### src/source/frame_writer_pkg.sv
package frame_writer_pkg;

	////////////////////////////////////////////////////////////
	// Widths

	localparam int PIXEL_W = 8;
	localparam int WORD_PIXELS = 4;
	localparam int BUS_W = PIXEL_W * WORD_PIXELS;
	localparam int ADDR_W = 32;
	localparam int DIM_W = 12;

	// Flag positions above the data word in a FIFO entry
	localparam int SOF_BIT = BUS_W;
	localparam int EOL_BIT = BUS_W + 1;

	////////////////////////////////////////////////////////////
	// Types

	typedef logic [PIXEL_W-1:0] pixel_t;
	typedef logic [BUS_W-1:0] bus_word_t;
	typedef logic [BUS_W+1:0] fifo_word_t;
	typedef logic [ADDR_W-1:0] addr_t;
	typedef logic [DIM_W-1:0] dim_t;

	typedef enum logic {FILL, HOLD} pack_state_e;

	typedef enum logic [1:0] {IDLE, ADDR, DATA, RESP} burst_state_e;

endpackage
### src/source/fifo_read_if.sv
`timescale 1ns/1ns

interface fifo_read_if #(
	parameter int COUNT_W = 7
) ();

	// Oldest entry is valid while empty is low
	frame_writer_pkg::fifo_word_t head;
	logic empty;
	logic [COUNT_W-1:0] count;

	// Pops head at the next edge
	logic rd_en;

	modport buffer (
		output head,
		output empty,
		output count,
		input  rd_en
	);

	modport reader (
		input  head,
		input  empty,
		input  count,
		output rd_en
	);

endinterface

### src/source/frame_writer.sv
`timescale 1ns/1ns

module frame_writer #(
	parameter int BURST_LEN  = 16,
	parameter int FIFO_DEPTH = 64
)
(
	input  logic                        clk,
	input  logic                        arst_n,

	// Pixel stream
	input  logic                        s_axis_tvalid,
	input  frame_writer_pkg::pixel_t    s_axis_tdata,
	input  logic                        s_axis_tuser,
	input  logic                        s_axis_tlast,
	output logic                        s_axis_tready,

	// Frame geometry and placement
	input  frame_writer_pkg::dim_t      img_width,
	input  frame_writer_pkg::dim_t      img_height,
	input  frame_writer_pkg::addr_t     base_addr,

	// AXI4 write master
	output frame_writer_pkg::addr_t     awaddr,
	output logic [7:0]                  awlen,
	output logic [2:0]                  awsize,
	output logic [1:0]                  awburst,
	output logic                        awvalid,
	input  logic                        awready,
	output frame_writer_pkg::bus_word_t wdata,
	output logic [3:0]                  wstrb,
	output logic                        wlast,
	output logic                        wvalid,
	input  logic                        wready,
	input  logic [1:0]                  bresp,
	input  logic                        bvalid,
	output logic                        bready,

	output logic                        frame_pulse,
	output logic                        frame_done
);

	// Count runs from 0 to FIFO_DEPTH inclusive
	localparam int COUNT_W = $clog2(FIFO_DEPTH) + 1;

	logic wr_en;
	frame_writer_pkg::fifo_word_t wr_data;
	logic full;

	fifo_read_if #(.COUNT_W(COUNT_W)) rd_if ();

	////////////////////////////////////////////////////////////
	// Stream side

	pixel_packer packer (
		.clk           (clk),
		.arst_n        (arst_n),
		.s_axis_tvalid (s_axis_tvalid),
		.s_axis_tdata  (s_axis_tdata),
		.s_axis_tuser  (s_axis_tuser),
		.s_axis_tlast  (s_axis_tlast),
		.s_axis_tready (s_axis_tready),
		.wr_en         (wr_en),
		.wr_data       (wr_data),
		.full          (full)
	);

	word_fifo #(
		.FIFO_DEPTH (FIFO_DEPTH),
		.COUNT_W    (COUNT_W)
	) fifo (
		.clk     (clk),
		.arst_n  (arst_n),
		.wr_en   (wr_en),
		.wr_data (wr_data),
		.full    (full),
		.rd      (rd_if.buffer)
	);

	////////////////////////////////////////////////////////////
	// Memory side

	burst_writer #(
		.BURST_LEN (BURST_LEN),
		.COUNT_W   (COUNT_W)
	) writer (
		.clk         (clk),
		.arst_n      (arst_n),
		.rd          (rd_if.reader),
		.img_width   (img_width),
		.img_height  (img_height),
		.base_addr   (base_addr),
		.awaddr      (awaddr),
		.awlen       (awlen),
		.awsize      (awsize),
		.awburst     (awburst),
		.awvalid     (awvalid),
		.awready     (awready),
		.wdata       (wdata),
		.wstrb       (wstrb),
		.wlast       (wlast),
		.wvalid      (wvalid),
		.wready      (wready),
		.bresp       (bresp),
		.bvalid      (bvalid),
		.bready      (bready),
		.frame_pulse (frame_pulse),
		.frame_done  (frame_done)
	);

endmodule

### src/source/burst_writer.sv
`timescale 1ns/1ns

module burst_writer #(
	parameter int BURST_LEN = 16,
	parameter int COUNT_W   = 7
)
(
	input  logic                        clk,
	input  logic                        arst_n,

	fifo_read_if.reader                 rd,

	input  frame_writer_pkg::dim_t      img_width,
	input  frame_writer_pkg::dim_t      img_height,
	input  frame_writer_pkg::addr_t     base_addr,

	output frame_writer_pkg::addr_t     awaddr,
	output logic [7:0]                  awlen,
	output logic [2:0]                  awsize,
	output logic [1:0]                  awburst,
	output logic                        awvalid,
	input  logic                        awready,

	output frame_writer_pkg::bus_word_t wdata,
	output logic [3:0]                  wstrb,
	output logic                        wlast,
	output logic                        wvalid,
	input  logic                        wready,

	input  logic [1:0]                  bresp,
	input  logic                        bvalid,
	output logic                        bready,

	output logic                        frame_pulse,
	output logic                        frame_done
);

	localparam int BYTES = frame_writer_pkg::BUS_W / 8;
	localparam int BURST_BYTES = BURST_LEN * BYTES;
	localparam int BEAT_W = (BURST_LEN > 1) ? $clog2(BURST_LEN) : 1;
	localparam int FRAME_W = 2 * frame_writer_pkg::DIM_W;

	frame_writer_pkg::burst_state_e state;
	logic [BEAT_W-1:0] beat;
	logic [FRAME_W-1:0] frame_pixels;
	logic [FRAME_W-1:0] frame_bursts;
	logic [FRAME_W-1:0] left;
	logic first_q;
	logic last_q;
	logic burst_ready;
	logic head_sof;
	logic resp_taken;
	frame_writer_pkg::addr_t start_addr;
	frame_writer_pkg::addr_t next_addr;
	frame_writer_pkg::addr_t awaddr_q;

	////////////////////////////////////////////////////////////
	// Burst constants and channel outputs

	assign awlen = 8'(BURST_LEN - 1);
	assign awsize = 3'($clog2(BYTES));
	// INCR
	assign awburst = 2'b01;
	assign wstrb = '1;

	assign awaddr = awaddr_q;
	assign awvalid = state == frame_writer_pkg::ADDR;

	assign wdata = rd.head[frame_writer_pkg::BUS_W-1:0];
	assign wvalid = state == frame_writer_pkg::DATA && !rd.empty;
	assign wlast = state == frame_writer_pkg::DATA && beat == BEAT_W'(BURST_LEN - 1);
	assign rd.rd_en = wvalid && wready;

	assign bready = state == frame_writer_pkg::RESP;

	// Response code takes no part in frame tracking
	assign resp_taken = bvalid && bready;

	assign frame_pulse = awvalid && awready && first_q;
	assign frame_done = resp_taken && last_q;

	////////////////////////////////////////////////////////////
	// Frame bookkeeping

	// With a whole burst waiting the head is that burst's first word
	assign burst_ready = rd.count >= COUNT_W'(BURST_LEN);
	assign head_sof = rd.head[frame_writer_pkg::SOF_BIT];
	assign start_addr = head_sof ? base_addr : next_addr;

	assign frame_pixels = FRAME_W'(img_width) * FRAME_W'(img_height);
	assign frame_bursts = frame_pixels / FRAME_W'(frame_writer_pkg::WORD_PIXELS * BURST_LEN);

	always_ff @(posedge clk or negedge arst_n)
	begin
		if (!arst_n)
		begin
			state <= frame_writer_pkg::IDLE;
			beat <= '0;
			left <= '0;
			first_q <= 1'b0;
			last_q <= 1'b0;
		end
		else
		begin
			case (state)
				frame_writer_pkg::IDLE:
				begin
					if (burst_ready)
					begin
						state <= frame_writer_pkg::ADDR;
						first_q <= head_sof;
						if (head_sof)
						begin
							// New frame reloads the burst budget
							left <= frame_bursts - FRAME_W'(1);
							last_q <= frame_bursts == FRAME_W'(1);
						end
						else
						begin
							last_q <= left == FRAME_W'(1);
							if (left != '0)
								left <= left - FRAME_W'(1);
						end
					end
				end

				frame_writer_pkg::ADDR:
				begin
					if (awready)
						state <= frame_writer_pkg::DATA;
				end

				frame_writer_pkg::DATA:
				begin
					if (rd.rd_en)
					begin
						if (wlast)
						begin
							state <= frame_writer_pkg::RESP;
							beat <= '0;
						end
						else
						begin
							beat <= beat + BEAT_W'(1);
						end
					end
				end

				frame_writer_pkg::RESP:
				begin
					if (bvalid)
						state <= frame_writer_pkg::IDLE;
				end

				default:
				begin
					state <= frame_writer_pkg::IDLE;
				end
			endcase
		end
	end

	// Address of the burst being opened and of the one after it
	always_ff @(posedge clk)
	begin
		if (state == frame_writer_pkg::IDLE && burst_ready)
		begin
			awaddr_q <= start_addr;
			next_addr <= start_addr + frame_writer_pkg::addr_t'(BURST_BYTES);
		end
	end

endmodule

### src/source/word_fifo.sv
`timescale 1ns/1ns

module word_fifo #(
	parameter int FIFO_DEPTH = 64,
	parameter int COUNT_W    = 7
)
(
	input  logic                         clk,
	input  logic                         arst_n,

	input  logic                         wr_en,
	input  frame_writer_pkg::fifo_word_t wr_data,
	output logic                         full,

	fifo_read_if.buffer                  rd
);

	localparam int PTR_W = $clog2(FIFO_DEPTH);

	frame_writer_pkg::fifo_word_t mem [FIFO_DEPTH];
	logic [PTR_W-1:0] wr_ptr;
	logic [PTR_W-1:0] rd_ptr;
	logic [COUNT_W-1:0] count;
	logic do_wr;
	logic do_rd;

	assign full = count == COUNT_W'(FIFO_DEPTH);
	assign do_wr = wr_en && !full;
	assign do_rd = rd.rd_en && !rd.empty;

	// Show-ahead read port
	assign rd.head = mem[rd_ptr];
	assign rd.empty = count == '0;
	assign rd.count = count;

	////////////////////////////////////////////////////////////
	// Pointers and fill count

	always_ff @(posedge clk or negedge arst_n)
	begin
		if (!arst_n)
		begin
			wr_ptr <= '0;
			rd_ptr <= '0;
			count <= '0;
		end
		else
		begin
			if (do_wr)
				wr_ptr <= wr_ptr + PTR_W'(1);
			if (do_rd)
				rd_ptr <= rd_ptr + PTR_W'(1);

			// Push and pop in one cycle leave the count alone
			if (do_wr && !do_rd)
				count <= count + COUNT_W'(1);
			else if (do_rd && !do_wr)
				count <= count - COUNT_W'(1);
		end
	end

	////////////////////////////////////////////////////////////
	// Storage

	always_ff @(posedge clk)
	begin
		if (do_wr)
			mem[wr_ptr] <= wr_data;
	end

endmodule

### src/source/pixel_packer.sv
`timescale 1ns/1ns

module pixel_packer
(
	input  logic                         clk,
	input  logic                         arst_n,

	input  logic                         s_axis_tvalid,
	input  frame_writer_pkg::pixel_t     s_axis_tdata,
	input  logic                         s_axis_tuser,
	input  logic                         s_axis_tlast,
	output logic                         s_axis_tready,

	output logic                         wr_en,
	output frame_writer_pkg::fifo_word_t wr_data,
	input  logic                         full
);

	localparam int LANE_W = $clog2(frame_writer_pkg::WORD_PIXELS);
	localparam int BUS_W = frame_writer_pkg::BUS_W;
	localparam int PIXEL_W = frame_writer_pkg::PIXEL_W;

	frame_writer_pkg::pack_state_e state;
	logic [LANE_W-1:0] lane;
	logic run;
	logic accept;
	logic word_end;
	frame_writer_pkg::bus_word_t shift;
	logic sof_q;
	frame_writer_pkg::fifo_word_t word_q;

	// In HOLD a new pixel is taken only on the cycle the held word leaves
	assign s_axis_tready = run && (state == frame_writer_pkg::FILL || !full);
	assign accept = s_axis_tvalid && s_axis_tready;

	// A tuser pixel opens a new word and never closes one
	assign word_end = accept && !s_axis_tuser
		&& lane == LANE_W'(frame_writer_pkg::WORD_PIXELS - 1);

	assign wr_en = state == frame_writer_pkg::HOLD && !full;
	assign wr_data = word_q;

	always_ff @(posedge clk or negedge arst_n)
	begin
		if (!arst_n)
		begin
			state <= frame_writer_pkg::FILL;
			lane <= '0;
			run <= 1'b0;
		end
		else
		begin
			run <= 1'b1;
			if (word_end)
				state <= frame_writer_pkg::HOLD;
			else if (state == frame_writer_pkg::HOLD && !full)
				state <= frame_writer_pkg::FILL;

			if (accept)
			begin
				if (s_axis_tuser)
					lane <= LANE_W'(1);
				else if (word_end)
					lane <= '0;
				else
					lane <= lane + LANE_W'(1);
			end
		end
	end

	// Pixels enter at the top and move down to byte 0
	always_ff @(posedge clk)
	begin
		if (accept)
		begin
			shift <= {s_axis_tdata, shift[BUS_W-1:PIXEL_W]};
			if (s_axis_tuser || lane == '0)
				sof_q <= s_axis_tuser;
			if (word_end)
			begin
				word_q[BUS_W-1:0] <= {s_axis_tdata, shift[BUS_W-1:PIXEL_W]};
				word_q[frame_writer_pkg::SOF_BIT] <= sof_q;
				word_q[frame_writer_pkg::EOL_BIT] <= s_axis_tlast;
			end
		end
	end

endmodule

### config.mk
export PLATFORM = sky130hd
export DESIGN_NAME = frame_writer
export DESIGN_NICKNAME = d
export VERILOG_FILES = /design/src/source/frame_writer_pkg.sv /design/src/source/fifo_read_if.sv /design/src/source/frame_writer.sv /design/src/source/burst_writer.sv /design/src/source/word_fifo.sv /design/src/source/pixel_packer.sv
export SDC_FILE = /design/constraint.sdc
export NUM_CORES = 2
export LEC_CHECK = 0
export ABC_AREA = 0
export BUFFER_PORTS_ARGS = -buffer_cell sky130_fd_sc_hd__buf_4
export CAP_MARGIN = 0
export CORE_MARGIN = 2
export CORE_UTILIZATION = 67
export DETAILED_ROUTE_END_ITERATION = 16
export GPL_ROUTABILITY_DRIVEN = 0
export HOLD_SLACK_MARGIN = 0.12
export PLACE_DENSITY = 0.84
export REMOVE_ABC_BUFFERS = 1
export SYNTH_ARGS = -nofsm -noshare
export SYNTH_HDL_FRONTEND = slang
export SYNTH_SLANG_ARGS = --single-unit
### constraint.sdc
create_clock -name clk -period 9.75 [get_ports clk]
set_clock_uncertainty 0.05 [all_clocks]
set_input_delay 0.4875 -clock clk [delete_from_list [all_inputs] [get_ports clk]]
set_output_delay 0.4875 -clock clk [all_outputs]
set_load 0.05 [all_outputs]
==> results.toml <==
[floorplan]
coreArea_sq_mm = 0.1390
initial_core_util = 0.6722
dieArea_sq_mm = 0.1425
ioPinCount = 162
die_h_um = 377.5
rows = 137
die_x_um = 377.5

[setup_path]
cp-startpoint = "fifo.rd_ptr[3]"
crit_type = "flip-flop to flip-flop"
r2r-start = "fifo.rd_ptr[3]"
startpoint_type = "flip-flop"
rr_endpoint = "writer.next_addr[30]"
reg2reg_depth = 17
critical_path.endpoint = "writer.next_addr[30]"
reg2reg_setup_slack_ns = 2.84
cp_max_fo = 61
endpoint_kind = "flip-flop"
cp.required_ns = 10.28
worstPathArrival_ns = 7.45

[power_and_ir_drop]
power_density_mw_per_mm2 = 281.5
power.leakage_nw = 33.82
ir_drop_mv = 0.3703
finalPower_mw = 29.45

[detailed_routing]
ant_nets = 0
wire_per_inst_um = 41.29
drc = 0
routed_wl_mm = 277.5
first_iter_violations = 9772
dr.pass1.iters = 7
avgViaCountPerCell = 7.475
vias = 50227

[grt]
grt_usage = 0.4022
grt_pass1_wl_mm = 391.0
antenna_found_initial = 7
globalRouteOverflowTotal = 0
grt_pass1_vias = 51859
grt_max_degree = 150

[logic_synthesis]
synth_cells = 4392
async_flop_share = 0.02409
ys_seq_area_frac = 0.7307
netlist_area_sq_mm = 0.09344
synth_seq_cells = 2283
syn_avg_cell_area_sq_um = 21.28
ys.flop_type = "edfxtp_1"
synth_edf_count = 2228
ys_warn_count = 0
synthDistinctLibCells = 78

[job]
maxCapViolCount = 0

[worst_hold_path]
hp-class = "input pin to flip-flop"
min_from = "bvalid"

[cells_and_area]
utilization = 0.7525
fin_nets = 4910
drive_gt1_frac = 0.2859
area_delta_synth_final_pct = 11.96

[placement]
dpl.hpwl_mm = 133.5
portBuffers = 141
place_ws_ns = 3.374

[cts]
ctsResizeCount = 0
clock_path_buffers = 3
ctsHoldBuffers = 45
cts-htree-levels = 4
clock_sinks = 2283
numCtsBuffers = 210
clock_latency_ns = 0.87
tritoncts = "yes"
post-cts-setup-buffers = 0
path_clk_slew_ns = 0.07
cts-root-buf = "clkbuf_16"

[timing]
setup_viol = 0
finalMaxSlewViolations = 0
max_freq_mhz = 144.7
period_minus_slack_ns = 6.912
rsz0062_at_grt = "no"
tightest_slew_ns = 1.344
slew_headroom = 0.1021
fin_hold_ws_ns = 0.1793
fin_ws_ns = 2.838
fin_setup_tns_ns = 0
final.period_utilization = 0.7089
final-hold-violation-count = 0

[status]
status = "complete, no violations"
## layout make-up
type / instances / area [sq um]
diodes: 2 / 5.005
clock buffers: 258 / 5567
clock inverters: 137 / 1504
fillers: 6708 / 34400
inverters: 164 / 615.6
multi-input cells: 1688 / 23770
flip-flops and latches: 2283 / 68300
well taps: 1876 / 2347
repair buffers: 311 / 2510
## state kept, by name, summed over array words and instances, names as in the netlist
register and count:
fifo.mem 2112, fifo.rd.count 7, fifo.rd_ptr 6, fifo.wr_ptr 6
packer.lane 2, packer.run 1, packer.shift 24, packer.sof_q 1
packer.state 1, packer.wr_data 33, writer.awaddr 32, writer.beat 4
writer.first_q 1, writer.last_q 1, writer.left 24, writer.next_addr 26
writer.state 2
## through the flow
step / cells / instance area, sq um
6_report: 6719 / 104600
5_1_grt: 6717 / 104600
4_1_cts: 6717 / 104600
3_5_place_dp: 6277 / 97090
3_3_place_gp: 6277 / 97090
2_1_floorplan: 4135 / 92170
## cell usage in the layout, fill, tap and decap left out, types with 45 or more instances in the layout
cell type      netlist  final
clkbuf_16            0    211
and2_1              70     70
a21oi_1             48     48
nand2_1            159    159
inv_1              163    163
mux4_2             686    686
nor2_1             116     52
edfxtp_1          2228   2228
clkinv_1             0     48
fa_1               100    100
dfrtp_1             55     50
o21ai_0             55     55
dlygate4sd3_1        0     45
nor2_4               0     64
buf_4               56    261
ha_1                78     78
## critical path, cell delays in order (launching register included)
cell	delay, ns
dfrtp_4	1.12
buf_4	0.85
mux4_2	0.38
nor2_1	0.08
nor4_1	0.48
a2111oi_2	0.11
a21oi_4	0.19
buf_4	0.71
mux2i_1	0.21
inv_1	0.12
ha_1	0.27
nand4_1	0.20
nor2_1	0.53
nand3_1	0.15
nor3_1	0.35
a31oi_1	0.25
nor3_1	0.43
xnor2_1	0.10
## cells by family after synthesis
| kind of cell | after synthesis | synth area share |
|---|---|---|
| and+or+nand+nor | 503 | 0.02661 |
| other | 2 | 0.00008037 |
| AOI/OAI and AO/OA | 191 | 0.01314 |
| adders and majority gates | 178 | 0.03187 |
| DFF | 2283 | 0.7307 |
| buffers and inverters | 437 | 0.02089 |
| muxes | 725 | 0.1699 |
| xor gates and xnor gates | 73 | 0.006842 |
## report_power, final
group	internal, mW	total, mW	switching (mW)
combinational	4.13	9.47	5.35
clock	4.79	8.65	3.86
sequential	11.0	11.3	0.340
total	19.9	29.4	9.54
## how the worst min path moves through the flow
stage          depth (start not counted)  slack, ns                end
3_5_place_dp                           0       0.35  packer.wr_data[2]
6_report                               4       0.18    writer.state[1]
2_1_floorplan                          0       0.14   fifo.rd.count[0]
3_3_place_gp                           0       0.35  packer.wr_data[5]
4_1_cts                                5       0.14    writer.state[1]
5_1_grt                                5       0.23    writer.state[1]
## cell usage after synthesis (7+ instances only)
| cell | n | area, sq um |
|---|---|---|
| edfxtp_1 | 2228 | 66900 |
| mux4_2 | 686 | 15450 |
| inv_1 | 163 | 611.8 |
| nand2_1 | 159 | 596.8 |
| clkbuf_1 | 141 | 529.3 |
| nor2_1 | 116 | 435.4 |
| fa_1 | 100 | 2002 |
| ha_1 | 78 | 975.9 |
| and2_1 | 70 | 437.9 |
| buf_2 | 56 | 280.3 |
| buf_4 | 56 | 420.4 |
| dfrtp_1 | 55 | 1376 |
| o21ai_0 | 55 | 275.3 |
| a21oi_1 | 48 | 240.2 |
| xnor2_1 | 43 | 376.6 |
| xor2_1 | 30 | 262.8 |
| nand3_1 | 29 | 145.1 |
| mux2_2 | 26 | 292.8 |
| nand4_1 | 24 | 150.1 |
| nor3_1 | 22 | 110.1 |
| buf_1 | 15 | 56.30 |
| mux2i_1 | 13 | 130.1 |
| nor4_1 | 13 | 81.33 |
| nor2b_1 | 10 | 62.56 |
| a21o_1 | 9 | 67.56 |
| a22oi_1 | 9 | 67.56 |
| and3_1 | 9 | 56.30 |
| o21ai_1 | 8 | 40.04 |
| or3_1 | 8 | 50.05 |
| o21bai_1 | 7 | 52.55 |
| or4_1 | 7 | 52.55 |
## layer usage
metal,part of all wire,up-vias,track usage
met5,0.00016,-,0
met3,0.14,1269,0.1079
met4,0.076,8,0.2444
met1,0.30,25417,0.5092
li1,-,18424,-
met2,0.48,5109,0.6325
Note: power is estimated with default switching activity, not from simulation.
